## config.mk

```make
export PLATFORM = sky130hd
export DESIGN_NAME = sample_repack
export DESIGN_NICKNAME = d
export VERILOG_FILES = /design/src/design/repack_pkg.sv /design/src/design/util_axis_resize.sv /design/src/design/axis_word_fifo.sv /design/src/design/sample_repack.sv
export VERILOG_INCLUDE_DIRS = /design/src /design/src/design
export SDC_FILE = /design/constraint.sdc
export NUM_CORES = 1
export LEC_CHECK = 0
export BUFFER_PORTS_ARGS = -buffer_cell sky130_fd_sc_hd__buf_2
export CELL_PAD_IN_SITES_DETAIL_PLACEMENT = 0
export CELL_PAD_IN_SITES_GLOBAL_PLACEMENT = 1
export CORE_ASPECT_RATIO = 1.25
export CORE_MARGIN = 3
export CORE_UTILIZATION = 49
export DETAILED_ROUTE_END_ITERATION = 10
export MAX_ROUTING_LAYER = met4
export PLACE_DENSITY_LB_ADDON = 0.1
export SLEW_MARGIN = 20
export SYNTH_ARGS = -nofsm -noshare
export SYNTH_HDL_FRONTEND = slang
export SYNTH_SLANG_ARGS = --single-unit
```

## constraint.sdc

```tcl
create_clock -name clk -period 6 [get_ports clk]
set_input_delay 0.6 -clock clk [delete_from_list [all_inputs] [get_ports clk]]
set_output_delay 0.6 -clock clk [all_outputs]
set_load 0.01 [all_outputs]
```

## src/design/repack_defs.svh

```systemverilog
`ifndef REPACK_DEFS_SVH
`define REPACK_DEFS_SVH

// Converter side sample width
`define RS_SAMPLE_W 16

// Consumer side width, two samples per transfer
`define RS_PAIR_W 32

// Packed word between the two resizers, four samples
`define RS_WORD_W 64

// Words held by the buffer stage
`define RS_FIFO_DEPTH 4

`endif

```

## src/design/repack_pkg.sv

```systemverilog
`default_nettype none

package repack_pkg;

	`include "repack_defs.svh"

	// One converter sample
	typedef logic [`RS_SAMPLE_W-1:0] sample_t;

	// Two samples, earlier one in the low half
	typedef logic [`RS_PAIR_W-1:0] pair_t;

	// Four samples, earliest in the low bits
	typedef logic [`RS_WORD_W-1:0] word_t;

endpackage

`default_nettype wire

```

## src/design/util_axis_resize.sv

```systemverilog
`timescale 1ns/1ps
`default_nettype none

// Stream width converter
// Equal widths pass straight through, a narrow input is packed into wide
// words and a wide input is split into narrow pieces
module util_axis_resize #(
	parameter int s_data_width = 64,
	parameter int m_data_width = 64,
	parameter bit big_endian = 1'b0
) (
	input  logic                    clk,
	input  logic                    resetn,
	input  logic                    s_valid,
	output logic                    s_ready,
	input  logic [s_data_width-1:0] s_data,
	output logic                    m_valid,
	input  logic                    m_ready,
	output logic [m_data_width-1:0] m_data
);

	generate
		if (s_data_width == m_data_width) begin : g_equal

			// Zero latency
			assign m_valid = s_valid;
			assign s_ready = m_ready;
			assign m_data = s_data;

		end else if (s_data_width < m_data_width) begin : g_up

			localparam int ratio = m_data_width / s_data_width;
			localparam int cnt_w = $clog2(ratio);

			logic [m_data_width-1:0] data;
			logic [cnt_w-1:0] count;    // Inputs still missing, minus one
			logic valid;
			logic s_fire;
			logic group_end;

			assign s_fire = s_valid && s_ready;
			assign group_end = (count == '0);

			always_ff @(posedge clk) begin
				if (!resetn) begin
					count <= cnt_w'(ratio - 1);
					valid <= 1'b0;
				end else begin
					if (s_fire && group_end)
						valid <= 1'b1;
					else if (m_ready)
						valid <= 1'b0;

					if (s_fire) begin
						if (group_end)
							count <= cnt_w'(ratio - 1);
						else
							count <= count - 1'b1;
					end
				end
			end

			// Shift register collecting one group
			always_ff @(posedge clk) begin
				if (s_fire) begin
					if (big_endian) begin
						// First input ends up in the high bits
						data <= {data[m_data_width-s_data_width-1:0], s_data};
					end else begin
						// First input ends up in the low bits
						data <= {s_data, data[m_data_width-1:s_data_width]};
					end
				end
			end

			// Full word may still be taken while the next group arrives
			assign s_ready = !valid || m_ready;
			assign m_valid = valid;
			assign m_data = data;

		end else begin : g_down

			localparam int ratio = s_data_width / m_data_width;
			localparam int cnt_w = $clog2(ratio);

			logic [s_data_width-1:0] data;
			logic [cnt_w-1:0] count;    // Pieces left after the current one
			logic valid;
			logic s_fire;
			logic m_fire;
			logic last_piece;

			assign s_fire = s_valid && s_ready;
			assign m_fire = valid && m_ready;
			assign last_piece = (count == '0);

			always_ff @(posedge clk) begin
				if (!resetn) begin
					count <= cnt_w'(ratio - 1);
					valid <= 1'b0;
				end else begin
					if (s_fire)
						valid <= 1'b1;
					else if (m_fire && last_piece)
						valid <= 1'b0;

					if (m_fire) begin
						if (last_piece)
							count <= cnt_w'(ratio - 1);
						else
							count <= count - 1'b1;
					end
				end
			end

			// Load on input, shift one piece out per output transfer
			always_ff @(posedge clk) begin
				if (s_fire) begin
					data <= s_data;
				end else if (m_fire) begin
					if (big_endian) begin
						data <= {data[s_data_width-m_data_width-1:0],
							{m_data_width{1'b0}}};
					end else begin
						data <= {{m_data_width{1'b0}},
							data[s_data_width-1:m_data_width]};
					end
				end
			end

			// Empty, or the last piece leaves this cycle
			assign s_ready = !valid || (m_ready && last_piece);
			assign m_valid = valid;

			if (big_endian) begin : g_be
				assign m_data = data[s_data_width-1:s_data_width-m_data_width];
			end else begin : g_le
				assign m_data = data[m_data_width-1:0];
			end

		end
	endgenerate

endmodule

`default_nettype wire

```

## src/design/axis_word_fifo.sv

```systemverilog
`timescale 1ns/1ps
`default_nettype none

// Word buffer with a registered output stage
// The occupancy count covers both the storage and the output register
module axis_word_fifo
	import repack_pkg::*;
#(
	parameter int depth = 4
) (
	input  logic  clk,
	input  logic  resetn,
	input  logic  s_valid,
	output logic  s_ready,
	input  word_t s_data,
	output logic  m_valid,
	input  logic  m_ready,
	output word_t m_data
);

	localparam int ptr_w = (depth > 1) ? $clog2(depth) : 1;
	localparam int cnt_w = $clog2(depth + 1);

	word_t mem [depth];
	logic [ptr_w-1:0] wr_ptr;
	logic [ptr_w-1:0] rd_ptr;
	logic [cnt_w-1:0] count;
	logic out_valid;
	word_t out_data;

	logic wr_fire;
	logic rd_fire;
	logic load;          // Output register free after this edge
	logic stor_empty;
	logic bypass;        // Write goes straight to the output register
	logic push;
	logic pop;
	logic full;

	function automatic logic [ptr_w-1:0] ptr_inc(input logic [ptr_w-1:0] ptr);
		if (ptr == ptr_w'(depth - 1))
			return '0;
		else
			return ptr + 1'b1;
	endfunction

	assign full = (count == cnt_w'(depth));
	assign rd_fire = out_valid && m_ready;

	// Full but draining still accepts a word
	assign s_ready = !full || rd_fire;
	assign wr_fire = s_valid && s_ready;

	assign load = !out_valid || m_ready;
	assign stor_empty = (count == cnt_w'(out_valid));
	assign bypass = load && stor_empty && wr_fire;
	assign push = wr_fire && !bypass;
	assign pop = load && !stor_empty;

	always_ff @(posedge clk) begin
		if (!resetn) begin
			wr_ptr <= '0;
			rd_ptr <= '0;
			count <= '0;
			out_valid <= 1'b0;
		end else begin
			count <= count + cnt_w'(wr_fire) - cnt_w'(rd_fire);

			if (push)
				wr_ptr <= ptr_inc(wr_ptr);
			if (pop)
				rd_ptr <= ptr_inc(rd_ptr);

			if (load)
				out_valid <= pop || bypass;
		end
	end

	// Storage
	always_ff @(posedge clk) begin
		if (push)
			mem[wr_ptr] <= s_data;
	end

	// Oldest stored word first, else the incoming one
	always_ff @(posedge clk) begin
		if (pop)
			out_data <= mem[rd_ptr];
		else if (bypass)
			out_data <= s_data;
	end

	assign m_valid = out_valid;
	assign m_data = out_data;

endmodule

`default_nettype wire

```

## src/design/sample_repack.sv

```systemverilog
`timescale 1ns/1ps
`default_nettype none

`include "repack_defs.svh"

// Sample repacker
// 16-bit samples are packed four to a word, buffered, then handed
// out two at a time, earliest sample always in the low bits
module sample_repack
	import repack_pkg::*;
(
	input  logic    clk,
	input  logic    resetn,

	// Converter side
	input  logic    in_valid,
	output logic    in_ready,
	input  sample_t in_data,

	// Consumer side
	output logic    out_valid,
	input  logic    out_ready,
	output pair_t   out_data
);

	// Packer to buffer
	logic  up_valid;
	logic  up_ready;
	word_t up_data;

	// Buffer to unpacker
	logic  buf_valid;
	logic  buf_ready;
	word_t buf_data;

	util_axis_resize #(
		.s_data_width (`RS_SAMPLE_W),
		.m_data_width (`RS_WORD_W),
		.big_endian   (1'b0)
	) u_pack (
		.clk     (clk),
		.resetn  (resetn),
		.s_valid (in_valid),
		.s_ready (in_ready),
		.s_data  (in_data),
		.m_valid (up_valid),
		.m_ready (up_ready),
		.m_data  (up_data)
	);

	axis_word_fifo #(
		.depth (`RS_FIFO_DEPTH)
	) u_buf (
		.clk     (clk),
		.resetn  (resetn),
		.s_valid (up_valid),
		.s_ready (up_ready),
		.s_data  (up_data),
		.m_valid (buf_valid),
		.m_ready (buf_ready),
		.m_data  (buf_data)
	);

	util_axis_resize #(
		.s_data_width (`RS_WORD_W),
		.m_data_width (`RS_PAIR_W),
		.big_endian   (1'b0)
	) u_unpack (
		.clk     (clk),
		.resetn  (resetn),
		.s_valid (buf_valid),
		.s_ready (buf_ready),
		.s_data  (buf_data),
		.m_valid (out_valid),
		.m_ready (out_ready),
		.m_data  (out_data)
	);

endmodule

`default_nettype wire

```

==> load_flow_metrics.sql <==
INSERT INTO impl_metrics (metric_group, metric, value, unit) VALUES
('outcome', 'run_status', 'finished, final reports clean', ''),
('power_and_ir_drop', 'power.sequential.fraction', '49.1', '%'),
('worst_setup_path', 'reg_to_reg_slack_setup', '2.85', 'ns'),
('logic_synthesis', 'yosysUniqueCellTypes', '35', ''),
('floorplan', 'die_height', '218', 'µm'),
('routing', 'initial_drt_pass_iterations', '4', ''),
('clocking', 'cts_root_buf', 'sky130_fd_sc_hd__clkbuf_16', ''),
('power_and_ir_drop', 'p_leak', '6.63', 'nW'),
('timing', 'grt_setup_unrepaired', 'no', ''),
('finish', 'num_antenna_cells', '0', ''),
('clocking', 'post_cts_resize_count', '0', ''),
('power_and_ir_drop', 'p_int', '6.91', 'mW'),
('timing', 'hold_slack', '0.230', 'ns'),
('logic_synthesis', 'postSynthNetCount', '885', ''),
('clocking', 'clk_transition_reported_paths', '0.06', 'ns'),
('timing', 'setup-violations-final', '0', ''),
('clocking', 'cts.path.max_buffers', '3', ''),
('timing', 'actual_transition_at_the_worst_max_transition_pin', '1.08', 'ns'),
('power_and_ir_drop', 'pwr-share-clk', '26.6', '%'),
('timing', 'fmax', '317', 'MHz'),
('finish', 'final_layout_size_suffix_gt1_share', '28.2', '%'),
('power_and_ir_drop', 'sw_frac_of_total', '27.5', '%'),
('routing', 'drt_first_iter_violations', '486', ''),
('routing', 'wl_per_instance', '21.2', 'µm'),
('timing', 'slew_viol_final', '0', ''),
('clocking', 'holdBufCountCts', '0', ''),
('grt', 'wire_length_of_the_first_global_routing_pass', '47.7', 'mm'),
('floorplan', 'row_count', '77', ''),
('finish', 'layout_common_cells', 'sky130_fd_sc_hd__edfxtp_1, sky130_fd_sc_hd__nand2_1, sky130_fd_sc_hd__mux4_2, sky130_fd_sc_hd__buf_2, sky130_fd_sc_hd__clkbuf_16', ''),
('timing', 'timing.clock.skew', '0.00989', 'ns'),
('worst_setup_path', 'timing_worst_setup_path_type', 'flip-flop to flip-flop', ''),
('timing', 'finalHoldViolations', '0', ''),
('clocking', 'cts.htree.levels', '2', ''),
('clocking', 'cts_buffers', '45', ''),
('timing', 'finalSetupTns', '0', 'ns'),
('power_and_ir_drop', 'power.density', '488', 'mW/mm²'),
('floorplan', 'die_width', '176', 'µm'),
('finish', 'final.fill_count', '2726', ''),
('hold_path', 'holdCritPathClass', 'input port to flip-flop', ''),
('grt', 'antenna_found_initial', '0', ''),
('routing', 'totalWireLength', '29.8', 'mm'),
('timing', 'part_of_the_cycle_the_worst_path_needs', '52.5', '%'),
('timing', 'max-slew-margin-rel', '28.2', '%'),
('placed_design', 'routability_congestion_estimate_from_global_placement', '0.698', ''),
('logic_synthesis', 'ys_seq_elements', '463', ''),
('logic_synthesis', 'yosys_warnings', '0', ''),
('clocking', 'post_cts_buffers', '0', ''),
('timing', 'post_layout_minimum_cycle_time', '3.15', 'ns'),
('routing', 'ant_nets', '0', ''),
('run', 'max-cap-violations', '0', ''),
('worst_setup_path', 'startpoint_type', 'flip-flop', ''),
('placed_design', 'port_buffers', '53', ''),
('routing', 'route.vias.total', '7426', ''),
('worst_setup_path', 'endpoint_arrival_time_on_the_critical_path', '3.31', 'ns'),
('clocking', 'tritoncts_clock_tree', 'done', ''),
('logic_synthesis', 'synth-edff-count', '448', ''),
('finish', 'most_common_cell_after_layout_fill_and_taps_aside', 'sky130_fd_sc_hd__edfxtp_1', ''),
('worst_setup_path', 'critPathRequiredTime', '6.16', 'ns'),
('clocking', 'cts.sinks', '463', ''),
('floorplan', 'io_pins', '54', ''),
('routing', 'route.detailed.drc', '0', ''),
('logic_synthesis', 'ys_async_sr_fraction', '0', '%'),
('grt', 'grt_usage', '16.7', '%'),
('finish', 'final_util', '55.1', '%'),
('placed_design', 'post-dp-hpwl', '14.6', 'mm'),
('logic_synthesis', 'netlist_instances', '856', ''),
('floorplan', 'initial_core_util', '49.6', '%'),
('logic_synthesis', 'syn_avg_cell_area', '20.6', 'µm²'),
('floorplan', 'fp.coreArea', '0.0355', 'mm²'),
('worst_setup_path', 'critical_path.endpoint_type', 'flip-flop', ''),
('power_and_ir_drop', 'worst_vdd_ir', '0.363', 'mV');
[sequential cells by signal, indices dropped and copies added, names as in the netlist, 2 cells and up, named ones only]
register	cells
u_buf.m_data	64
u_buf.rd_ptr	2
u_buf.mem	256
u_unpack.g_down.data	64
u_pack.g_up.count	2
u_buf.wr_ptr	2
u_pack.m_data	64
u_buf.count	3
[layer usage]
metal,GRT usage (%),wire [µm]
met5,-,0
met3,2.84,996
met4,4.86,610
met1,22.4,13300
met2,26.9,14900
[cell usage after synthesis (all sizes together), types with 2 or more instances]
cell	number	share of area, %
a21boi	2	0.085
a21oi	2	0.057
a31oi	2	0.11
and2	38	1.4
buf	53	2.3
clkbuf	13	0.28
dfxtp	15	1.7
edfxtp	448	76
ha	8	0.57
inv	11	0.23
mux2	65	5.0
mux2i	5	0.28
mux4	64	8.2
nand2	105	2.2
nand3	2	0.057
nor2	3	0.064
nor2b	5	0.18
nor3b	2	0.11
xnor2	3	0.15
xor2	2	0.10
[power by group through the flow]
stage	registers [mW]	logic [mW]	clock network [mW]
global route	4.74	2.54	2.76
global placement	4.78	2.31	0
detailed placement	4.80	2.34	0
floorplan	4.64	2.02	0
finish	4.67	2.32	2.54
CTS	4.73	2.35	2.61
[critical path: stages (launching register included)]
cell,delay [ns]
sky130_fd_sc_hd__dfxtp_1,0.54
sky130_fd_sc_hd__inv_1,0.15
sky130_fd_sc_hd__a21o_1,0.17
sky130_fd_sc_hd__buf_4,0.29
sky130_fd_sc_hd__a221oi_2,0.60
sky130_fd_sc_hd__and2_4,0.96
[metrics by stage]
step | std cells | area (µm²)
after detailed placement | 1325 | 18100
after floorplan | 856 | 17600
after global placement | 1325 | 18100
final | 1407 | 19500
after CTS | 1403 | 19400
after global routing | 1407 | 19500
[logic make-up (layout without fill, tap and decap cells)]
family                   after synthesis  after routing  synth area share, %
AO/OA/AOI/OAI                         10             10                0.498
XOR/XNOR                               5              5                0.249
adder cells (fa/ha/maj)                9              9                0.682
buffers and inverters                 77            154                 2.81
flip-flops                           463            463                 78.1
multiplexers                         134            134                 13.5
AND/OR/NAND/NOR                      158            158                 4.14
[final cells by class]
cell class	count	area [µm²]	area share, %
Tap cell	474	593	3.04
Multi-Input combinational cell	316	3410	17.5
Timing Repair Buffer	65	420	2.15
Inverter	11	41.3	0.211
Clock inverter	20	92.6	0.474
Clock buffer	58	1220	6.23
Sequential cell	463	13800	70.4
[final timing paths]
| kind | end | cells after the start | startpoint |
|---|---|---|---|
| hold / removal | u_pack.m_data[59] | 1 | in_data[11] |
| hold reg to reg | u_unpack.g_down.data[2] | 2 | u_buf.m_data[2] |
| setup reg to reg | u_buf.mem[1][54] | 5 | u_buf.m_valid |
| setup / recovery | u_buf.mem[1][54] | 5 | u_buf.m_valid |
Power figures use the tool's default switching activity.
